File: config.mk
export PLATFORM = sky130hd
export DESIGN_NAME = agree_bp_top
export DESIGN_NICKNAME = d
export VERILOG_FILES = /design/src/bp_pkg.sv /design/src/resolve_if.sv /design/src/agree_bp_top.sv /design/src/agree_pht.sv /design/src/branch_target_buffer.sv /design/src/next_pc_sel.sv
export SDC_FILE = /design/constraint.sdc
export NUM_CORES = 2
export LEC_CHECK = 0
export ABC_CLOCK_PERIOD_IN_PS = 11100
export BUFFER_PORTS_ARGS = -buffer_cell sky130_fd_sc_hd__buf_2
export CAP_MARGIN = 20
export CORE_AREA = 2 2 608 610
export CTS_BUF_LIST = sky130_fd_sc_hd__clkbuf_4
export DETAILED_ROUTE_END_ITERATION = 12
export DIE_AREA = 0 0 610 612
export GPL_TIMING_DRIVEN = 0
export PLACE_DENSITY = 0.55
export RECOVER_POWER = 25
export SETUP_SLACK_MARGIN = 0.02
export SYNTH_ARGS = -nofsm -noshare
export SYNTH_HDL_FRONTEND = slang
export SYNTH_SLANG_ARGS = --single-unit
File: constraint.sdc
create_clock -name clk_i -period 11.1 [get_ports clk_i]
set_input_delay 0 -clock clk_i [delete_from_list [all_inputs] [get_ports clk_i]]
set_output_delay 0 -clock clk_i [all_outputs]
set_load 0.02 [all_outputs]
File: src/bp_pkg.sv
package bp_pkg;

    // Fetch and target address width, also the instruction width
    localparam int XLEN = 32;

    typedef logic [XLEN-1:0] addr_t;

    // One agree counter, upper bit set means agree with the BTB bias
    typedef logic [1:0] counter_t;

    // Weakly agree, the state every counter starts in
    localparam counter_t CNT_RESET = 2'b10;

    // Saturation limits
    localparam counter_t CNT_MAX = 2'b11;
    localparam counter_t CNT_MIN = 2'b00;

    // Byte offset of the next sequential instruction
    localparam addr_t PC_STEP = 32'd4;

endpackage

File: src/resolve_if.sv
`timescale 1ns/100ps

interface resolve_if #(
    parameter int HISTORY_WIDTH = 4
);
    import bp_pkg::*;

    // One-cycle strobe, a branch or jump resolved this cycle
    logic                     valid;
    addr_t                    pc;
    addr_t                    target;
    logic                     taken;

    // State captured when the branch was fetched
    logic                     pred;
    logic                     btb_hit;
    logic [HISTORY_WIDTH-1:0] ghr;
    logic                     bias;

    modport btb_mp (input valid, input pc, input target, input taken, input btb_hit);

    modport pht_mp (input valid, input pc, input taken, input btb_hit, input ghr,
                    input bias);

    modport sel_mp (input valid, input pc, input target, input taken, input pred);

endinterface

File: src/agree_bp_top.sv
`timescale 1ns/100ps

module agree_bp_top #(
    parameter int INDEX_WIDTH   = 6,
    parameter int HISTORY_WIDTH = 4
) (
    input  logic                     clk_i,
    input  logic                     rst_ni,
    input  bp_pkg::addr_t            fetch_pc_i,

    // Resolution of an older branch, one-cycle strobe
    input  logic                     res_valid_i,
    input  bp_pkg::addr_t            res_pc_i,
    input  bp_pkg::addr_t            res_target_i,
    input  logic                     res_taken_i,
    input  logic                     res_pred_i,
    input  logic                     res_btb_hit_i,
    input  logic [HISTORY_WIDTH-1:0] res_ghr_i,
    input  logic                     res_bias_i,

    output bp_pkg::addr_t            next_pc_o,
    output logic                     pred_taken_o,
    output logic                     btb_hit_o,
    output logic                     bias_o,
    output logic [HISTORY_WIDTH-1:0] ghr_o,
    output logic                     flush_o
);
    import bp_pkg::*;

    addr_t btb_target;
    logic  agree;

    resolve_if #(
        .HISTORY_WIDTH (HISTORY_WIDTH)
    ) res_bus ();

    assign res_bus.valid   = res_valid_i;
    assign res_bus.pc      = res_pc_i;
    assign res_bus.target  = res_target_i;
    assign res_bus.taken   = res_taken_i;
    assign res_bus.pred    = res_pred_i;
    assign res_bus.btb_hit = res_btb_hit_i;
    assign res_bus.ghr     = res_ghr_i;
    assign res_bus.bias    = res_bias_i;

    branch_target_buffer #(
        .INDEX_WIDTH (INDEX_WIDTH)
    ) u_btb (
        .clk_i      (clk_i),
        .rst_ni     (rst_ni),
        .fetch_pc_i (fetch_pc_i),
        .res_i      (res_bus.btb_mp),
        .hit_o      (btb_hit_o),
        .target_o   (btb_target),
        .bias_o     (bias_o)
    );

    agree_pht #(
        .HISTORY_WIDTH (HISTORY_WIDTH)
    ) u_pht (
        .clk_i      (clk_i),
        .rst_ni     (rst_ni),
        .fetch_pc_i (fetch_pc_i),
        .res_i      (res_bus.pht_mp),
        .agree_o    (agree),
        .ghr_o      (ghr_o)
    );

    // Lookup results combine with the resolution in the same cycle
    next_pc_sel u_sel (
        .fetch_pc_i   (fetch_pc_i),
        .hit_i        (btb_hit_o),
        .bias_i       (bias_o),
        .agree_i      (agree),
        .btb_target_i (btb_target),
        .res_i        (res_bus.sel_mp),
        .next_pc_o    (next_pc_o),
        .pred_taken_o (pred_taken_o),
        .flush_o      (flush_o)
    );

endmodule

File: src/agree_pht.sv
`timescale 1ns/100ps

module agree_pht #(
    parameter int HISTORY_WIDTH = 4
) (
    input  logic                     clk_i,
    input  logic                     rst_ni,
    input  bp_pkg::addr_t            fetch_pc_i,
    resolve_if.pht_mp                res_i,
    output logic                     agree_o,
    output logic [HISTORY_WIDTH-1:0] ghr_o
);
    import bp_pkg::*;

    localparam int PHT_ENTRIES = 2 ** HISTORY_WIDTH;

    typedef logic [HISTORY_WIDTH-1:0] hist_t;

    hist_t    ghr_q;
    counter_t cnt_q [PHT_ENTRIES];

    hist_t    rd_idx;
    hist_t    wr_idx;
    logic     train;
    logic     agreed;
    counter_t cnt_cur;
    counter_t cnt_next;

    // Gshare-style index, low PC word bits folded with history
    assign rd_idx  = fetch_pc_i[HISTORY_WIDTH+1:2] ^ ghr_q;
    assign agree_o = cnt_q[rd_idx][1];
    assign ghr_o   = ghr_q;

    // Training uses the history seen at fetch, not the current one
    assign wr_idx  = res_i.pc[HISTORY_WIDTH+1:2] ^ res_i.ghr;
    assign train   = res_i.valid && res_i.btb_hit;
    assign agreed  = (res_i.taken == res_i.bias);
    assign cnt_cur = cnt_q[wr_idx];

    // Saturating up on agreement, down otherwise
    always_comb begin
        cnt_next = cnt_cur;
        if (agreed) begin
            if (cnt_cur != CNT_MAX) begin
                cnt_next = counter_t'(cnt_cur + 2'd1);
            end
        end else begin
            if (cnt_cur != CNT_MIN) begin
                cnt_next = counter_t'(cnt_cur - 2'd1);
            end
        end
    end

    always_ff @(posedge clk_i or negedge rst_ni) begin
        if (!rst_ni) begin
            for (int i = 0; i < PHT_ENTRIES; i++) begin
                cnt_q[i] <= CNT_RESET;
            end
        end else if (train) begin
            cnt_q[wr_idx] <= cnt_next;
        end
    end

    // Actual outcomes only, newest in bit 0
    always_ff @(posedge clk_i or negedge rst_ni) begin
        if (!rst_ni) begin
            ghr_q <= '0;
        end else if (res_i.valid) begin
            ghr_q <= {ghr_q[HISTORY_WIDTH-2:0], res_i.taken};
        end
    end

    // History is never updated speculatively
    a_ghr_on_resolve: assert property (
        @(posedge clk_i) disable iff (!rst_ni)
        !$stable(ghr_q) |-> $past(res_i.valid)
    ) else $error("GHR changed without a resolved branch");

endmodule

File: src/branch_target_buffer.sv
`timescale 1ns/100ps

module branch_target_buffer #(
    parameter int INDEX_WIDTH = 6
) (
    input  logic                clk_i,
    input  logic                rst_ni,
    input  bp_pkg::addr_t       fetch_pc_i,
    resolve_if.btb_mp           res_i,
    output logic                hit_o,
    output bp_pkg::addr_t       target_o,
    output logic                bias_o
);
    import bp_pkg::*;

    localparam int BTB_ENTRIES = 2 ** INDEX_WIDTH;
    localparam int TAG_WIDTH   = XLEN - INDEX_WIDTH - 2;

    typedef logic [INDEX_WIDTH-1:0] index_t;
    typedef logic [TAG_WIDTH-1:0]   tag_t;

    // Entry storage
    logic [BTB_ENTRIES-1:0] valid_q;
    logic [BTB_ENTRIES-1:0] bias_q;
    tag_t                   tag_q    [BTB_ENTRIES];
    addr_t                  target_q [BTB_ENTRIES];

    // Lookup side
    index_t rd_idx;
    tag_t   rd_tag;

    // Update side
    index_t wr_idx;
    tag_t   wr_tag;
    logic   alloc;
    logic   refresh;

    // Word-aligned PC, index above the byte offset, tag above the index
    assign rd_idx = fetch_pc_i[INDEX_WIDTH+1:2];
    assign rd_tag = fetch_pc_i[XLEN-1:INDEX_WIDTH+2];

    assign hit_o    = valid_q[rd_idx] && (tag_q[rd_idx] == rd_tag);
    assign target_o = target_q[rd_idx];

    // Bias only means something for a matching entry
    assign bias_o = hit_o && bias_q[rd_idx];

    assign wr_idx = res_i.pc[INDEX_WIDTH+1:2];
    assign wr_tag = res_i.pc[XLEN-1:INDEX_WIDTH+2];

    // Miss at fetch allocates, taken hit refreshes the target
    assign alloc   = res_i.valid && !res_i.btb_hit;
    assign refresh = res_i.valid && res_i.btb_hit && res_i.taken;

    always_ff @(posedge clk_i or negedge rst_ni) begin
        if (!rst_ni) begin
            valid_q <= '0;
        end else if (alloc) begin
            valid_q[wr_idx] <= 1'b1;
        end
    end

    always_ff @(posedge clk_i) begin
        if (alloc) begin
            tag_q[wr_idx]    <= wr_tag;
            target_q[wr_idx] <= res_i.target;
            // First outcome becomes the static bias of the entry
            bias_q[wr_idx]   <= res_i.taken;
        end else if (refresh) begin
            target_q[wr_idx] <= res_i.target;
        end
    end

    // Lookup must resolve cleanly once reset is released
    a_hit_known: assert property (
        @(posedge clk_i) disable iff (!rst_ni)
        !$isunknown(fetch_pc_i) |-> !$isunknown(hit_o)
    ) else $error("BTB hit is unknown for a known fetch PC");

endmodule

File: src/next_pc_sel.sv
`timescale 1ns/100ps

module next_pc_sel (
    input  bp_pkg::addr_t fetch_pc_i,
    input  logic          hit_i,
    input  logic          bias_i,
    input  logic          agree_i,
    input  bp_pkg::addr_t btb_target_i,
    resolve_if.sel_mp     res_i,
    output bp_pkg::addr_t next_pc_o,
    output logic          pred_taken_o,
    output logic          flush_o
);
    import bp_pkg::*;

    logic  mispredict;
    addr_t fetch_seq_pc;
    addr_t res_seq_pc;

    // Agree keeps the bias, disagree inverts it; no hit means not taken
    assign pred_taken_o = hit_i && (agree_i ? bias_i : !bias_i);

    // Older branch resolved against its fetch-time prediction
    assign mispredict = res_i.valid && (res_i.taken != res_i.pred);
    assign flush_o    = mispredict;

    assign fetch_seq_pc = fetch_pc_i + PC_STEP;
    assign res_seq_pc   = res_i.pc + PC_STEP;

    // Redirect from resolution wins over the current prediction
    always_comb begin
        if (mispredict && res_i.taken) begin
            next_pc_o = res_i.target;
        end else if (mispredict) begin
            next_pc_o = res_seq_pc;
        end else if (pred_taken_o) begin
            next_pc_o = btb_target_i;
        end else begin
            next_pc_o = fetch_seq_pc;
        end
    end

endmodule

== Yosys cells after proc, flatten, opt, wreduce, memory -nomap -nowiden ==
Memory sizes are Yosys's and may differ from the RTL's.
Cells that the tools add are included.
Cells by class
  add/subtract/negate cells: 4
  order comparisons: 6
  equality and inequality tests: 4
  multiplexer cells: 29
  bitwise operators: 6
  reductions and logical operators: 13
Operator list (number)
  $mux 32: 4
  $add 32x3->32 const B: 2
  $bwmux 64: 1
  $or 64x64->64: 1
  $bwmux 32: 1
  $eq 24x24->1: 1
  $bmux 2 s4: 2
  $mux 2: 8
  $lt 6x7->1 const B: 2
  $bmux 1 s6: 2
  $ge 5x5->1 const B: 2
  $logic_and 1x1->1: 10
  $not 4->5: 2
  $mux 1: 9
  $demux 2 s4: 1
  $xor 4x4->4: 2
  $demux 1 s6: 1
  $ge 6x1->1 const B: 1
  $lt 5x1->1 const B: 1
  $add 2x1->2 const B: 1
  $logic_not 1->1: 2
  $ne 2x2->1 const B: 1
  $reduce_bool 2->1: 1
  $sub 2x1->2 const B: 1
  3 further kinds: 3
Word-level totals
  register bits: 164
  memory bits (writable): 3584
  input bits: 107
  output and inout port bits: 40
  word-level logic and storage cells: 83
  memories kept: 2
Memories
  u_btb.target_q: depth 64, width 32, read ports 1, clocked after memory_dff 0, wr ports 1, RTL line branch_target_buffer.sv:26  | addr_t target_q [BTB_ENTRIES];
  u_btb.tag_q: depth 64, width 24, read ports 1, clocked after memory_dff 0, wr ports 1, RTL line branch_target_buffer.sv:25  | tag_t tag_q [BTB_ENTRIES];

== Longest topological paths before layout ==
  depth in word-level cells: 10
  mapped depth: 17
  gate-level depth less buffers: 10

== Cells and area by module ==
From an unflattened synthesis, not the netlist that was laid out.
Unflattened totals
  cells, all modules: 6725
  area total of the unflattened synthesis: 146844.6 um2
Modules (own cells, without submodules)
  branch_target_buffer: instances 1, cells each 6234, area each 142723.1 um2, seq. area each 111146.6 um2
  next_pc_sel: instances 1, cells each 351, area each 2167.1 um2, seq. area each 0.0 um2
  agree_pht: instances 1, cells each 140, area each 1954.4 um2, seq. area each 920.9 um2

== Worst setup path after synthesis ==
OpenSTA, ideal clock, no wires.
  path type: input port to output port
  start: input port fetch_pc_i[3]
  end: output port next_pc_o[23]
  arrival time: 3.628 ns
  data required time: 11.100 ns
  path slack: 7.472 ns
  cell stages on the path: 14
  buffers on the path: 9
  cells stage by stage: buf_4 -> buf_6 -> buf_4 -> buf_2 -> buf_2 -> buf_2 -> buf_2 -> clkbuf_1 -> clkbuf_1 -> mux4_2 -> mux4_2 -> mux4_2 -> mux2i_1 -> o221ai_1
Between the ends
  cells in the longest elaborated chain, start to end: 10
  elaborated cells between the ends (all ways): 21
  classes of those cells: add/sub (1); eq/ne (1); mux (11); bitwise (2); reduce/logical (4); memory (2)
Ends and longest elaborated chain
  start: declaration: RTL line agree_bp_top.sv:9  | input bp_pkg::addr_t fetch_pc_i,
  $mem_v2 64x24 (tied with other cells)
  $eq 24x24->1 (tied with other cells): RTL line branch_target_buffer.sv:42  | assign hit_o = valid_q[rd_idx] && (tag_q[rd_idx] == rd_tag);
  $logic_and 1x1->1 or $bmux 2 s4 (tied branches): RTL line branch_target_buffer.sv:42, agree_pht.sv:31
  $logic_and 1x1->1 or $mux 2 (tied branches): RTL line branch_target_buffer.sv:46, agree_pht.sv:31
  $logic_not 1->1 or $mux 2 (tied branches): RTL line next_pc_sel.sv:21, agree_pht.sv:31
  $mux 1: RTL line next_pc_sel.sv:21  | assign pred_taken_o = hit_i && (agree_i ? bias_i : !bias_i);
  $logic_and 1x1->1: RTL line next_pc_sel.sv:21
  $mux 32 *: RTL line next_pc_sel.sv:36  | end else if (pred_taken_o) begin
  $mux 32 *: RTL line next_pc_sel.sv:34  | end else if (mispredict) begin
  $mux 32 *: RTL line next_pc_sel.sv:32  | if (mispredict && res_i.taken) begin
  end: declaration: RTL line agree_bp_top.sv:21  | output bp_pkg::addr_t next_pc_o,
Every way passes the cells marked *; elsewhere a longest branch is shown, timed or not. The select of a mux whose other input is x is not followed.

== Final worst setup path ==
Same ends and word-level chain as after synthesis.

==> impl_metrics.env <==
export IMPL_status="finished, violations left"
export IMPL_violations="max-capacitance violations, max-slew violations"
export IMPL_htreeDepth=6
export IMPL_drv_cap=41
export IMPL_hold_path_class="input pin to register"
export IMPL_clock_path_buffers=4
export IMPL_syn_area_mm2=0.146
export IMPL_finalMaxSlewViolations=1879
export IMPL_min_from="res_pc_i[17]"
export IMPL_final_cell_mix="3648 x edfxtp_1, 1349 x clkbuf_4, 1037 x mux4_2"
export IMPL_area_delta_synth_final_pct=18.1
export IMPL_gp_congestion=0.946
export IMPL_synth_warnings=0
export IMPL_routedWlPerCell_um=37.9
export IMPL_tightest_slew_ns=4.48
export IMPL_grt_ovfl_total=0
export IMPL_hold_path_endpoint="u_btb.tag_q[15][9]"
export IMPL_numCtsBuffers=914
export IMPL_reg2regPathDepth=8
export IMPL_whs_ns=0.149
export IMPL_rsz0062_at_grt="no"
export IMPL_dr_first_iter_drc_count=11900
export IMPL_fin_nets=8054
export IMPL_maxSlewHeadroom_pct=-198
export IMPL_grt_pass1_vias=80100
export IMPL_reg2reg_to="u_pht.cnt_q[4]"
export IMPL_synthTopCellsByArea="edfxtp_1 75%, mux4_2 16%, mux2i_1 1.6%, dfrtp_1 1.4%, a22oi_1 0.57%"
export IMPL_hold_viol_final=0
export IMPL_synth_area_per_cell_um2=22.8
export IMPL_track_usage_pct=27.2
export IMPL_cts_tree="built"
export IMPL_setup_viol=0
export IMPL_drc=0
export IMPL_ctsRootBufferMaster="clkbuf_4"
export IMPL_wl_um=513000
export IMPL_vias=80200
export IMPL_clock_sinks=3748
export IMPL_synth_seq_area_share_pct=76.8
export IMPL_post_cts_buffers=0
export IMPL_crit_arrival_ns=7.73
export IMPL_die_w_um=610
export IMPL_required_ns=11.10
export IMPL_start_util_pct=39.7
export IMPL_synth_top_cell_area_share_pct=75.1
export IMPL_design_core_area_mm2=0.367
export IMPL_grt_max_degree=85
export IMPL_worstPathMaxFanout=11
export IMPL_cp_end_kind="output pin"
export IMPL_routed_via_density=5.93
export IMPL_clock_latency_ns=1.65
export IMPL_synth_edff_count=3648
export IMPL_grt_pass1_wl_um=682000
export IMPL_first_pass_iters=7
export IMPL_synth_async_reset_ratio_pct=2.67
export IMPL_fin_tns_setup_ns=0
export IMPL_reg2reg_slack_ns=7.58
export IMPL_ant_nets=0
export IMPL_p_leak_nw=55.4
export IMPL_critPathLaunchType="input pin"
export IMPL_antenna_found_initial=70
export IMPL_row_count=223
export IMPL_dp_hpwl_um=345000
export IMPL_synth_cells=6404
export IMPL_synth_distinct_cells=74
export IMPL_io_buffers=138
export IMPL_drive_gt1_share_pct=37.2
export IMPL_io_pins=147
export IMPL_whs_path_depth=3
export IMPL_die_height_um=612
export IMPL_p_per_area_mw_per_mm2=171
export IMPL_dieArea_mm2=0.373
export IMPL_fin_crit_sh_pct=69.6
export IMPL_fin_skew_ns=0.0453
export IMPL_max_freq_mhz=129
export IMPL_min_period_ns=7.73
export IMPL_synth_area_leader_cell="edfxtp_1"
export IMPL_peakVddDrop_mv=0.107
export IMPL_clkTransAtPathRegs_ns=0.07
export IMPL_layout_commonest_cell="edfxtp_1"
export IMPL_r2r_start="u_pht.cnt_q[2]"
export IMPL_synth_seq_cells=3748
export IMPL_path_class="input pin to output pin"
export IMPL_synth_fp_nets=6513
export IMPL_dominantRegCellSynth="edfxtp_1"
## stage by stage
step / area, um^2 / setup slack, ns / power (mW) / cells / utilization, %
after floorplan: 146000 / 7.47 / 17.0 / 6404 / -
after global placement: 153000 / 1.58 / 18.0 / 11400 / 41.6
after detailed placement: 158000 / 3.46 / 18.1 / 11600 / 43.2
after CTS: 173000 / 3.27 / 29.6 / 13400 / 47.1
after global routing: 172000 / 3.53 / 30.4 / 13500 / 46.9
final: 172000 / 3.37 / 29.5 / 13500 / 46.9
## cell usage after synthesis, drive strengths merged (8+ instances only)
cell type     n
edfxtp     3648
mux4       1037
mux2i       231
buf         191
nor2        181
clkbuf      146
nand2       129
a22oi       110
dfrtp        84
or2          66
nand3        58
xnor2        55
mux2         49
o21ai        42
a21oi        34
xor2         30
nand4        25
nor2b        25
and2         20
o221ai       18
dfstp        16
inv          13
a31oi        12
nor3         12
o22ai        12
a221oi       11
a211oi       10
nand2b        9
a2111oi       8
a32oi         8
and3          8
## registers in the layout (all words and copies together), names as in the netlist
| signal | count |
|---|---|
| u_pht.ghr_o | 4 |
| u_btb.target_q | 2048 |
| u_pht.cnt_q | 32 |
| u_btb.valid_q | 64 |
| u_btb.tag_q | 1536 |
| u_btb.bias_q | 64 |
## how the worst max path moves through the flow
stage | from | to | slack, ns | cells after the start
global route | res_pc_i[10] | next_pc_o[30] | 3.53 | 12
floorplan | fetch_pc_i[3] | next_pc_o[23] | 7.47 | 14
global placement | res_pc_i[4] | u_btb.valid_q[47] | 1.58 | 5
detailed placement | fetch_pc_i[3] | next_pc_o[2] | 3.46 | 16
finish | fetch_pc_i[3] | next_pc_o[23] | 3.37 | 16
CTS | u_btb.tag_q[3][8] | next_pc_o[2] | 3.27 | 11
## final cells by class
type                       instances  area, um^2
fill                           30800      195000
sequential                      3748      112000
multi-input combinational       2304       33100
clock buffer                    1342       10100
timing repair buffer             625        7560
tap                             4837        6050
buffer                           337        1680
clock inverter                   238        1500
antenna                           78         195
inverter                          15        56.3
## critical path: stages
cell	delay (ns)
buf_2	0.31
buf_4	0.27
buf_6	0.21
buf_4	0.29
buf_2	0.67
buf_2	0.65
buf_2	0.67
buf_2	0.53
clkbuf_2	0.67
clkbuf_1	0.91
mux4_2	0.43
mux4_2	0.56
mux4_2	0.57
mux2i_1	0.18
o221ai_1	0.37
buf_2	0.30
## where the power goes
part	leakage (nW)	internal [mW]	switching [mW]
Clock	6.87	5.94	5.59
Combinational	14.4	0.785	1.46
Sequential	34.1	15.7	0.0519
Total	55.4	22.4	7.11
## per-layer routing
metal | routed length (um) | vias to the layer above | GRT usage (%)
li1 | - | 31100 | -
met1 | 184000 | 42800 | 33.9
met2 | 244000 | 5257 | 43.3
met3 | 51900 | 1055 | 6.47
met4 | 32200 | 16 | 16.3
met5 | 104 | - | 0
## kinds of logic (layout without fill, tap and decap cells)
| family | after synthesis | count (layout) | share of synthesized area (%) |
|---|---|---|---|
| AND/OR/NAND/NOR | 570 | 570 | 1.90 |
| multiplexers | 1317 | 1317 | 18.0 |
| buffers and inverters | 352 | 2557 | 1.16 |
| AO/OA/AOI/OAI | 328 | 328 | 1.64 |
| flip-flops | 3748 | 3748 | 76.8 |
| XOR/XNOR | 85 | 85 | 0.510 |
| adder cells (fa/ha/maj) | 4 | 4 | 0.0309 |
| other | 0 | 78 | 0 |
## repair_timing
item,in CTS,in global routing
hold buffers,235,0
resized for setup,0,0
endpoints found under the hold margin,5804,0
endpoints found under the setup margin,0,0
Note: power is estimated with default switching activity, not from simulation.
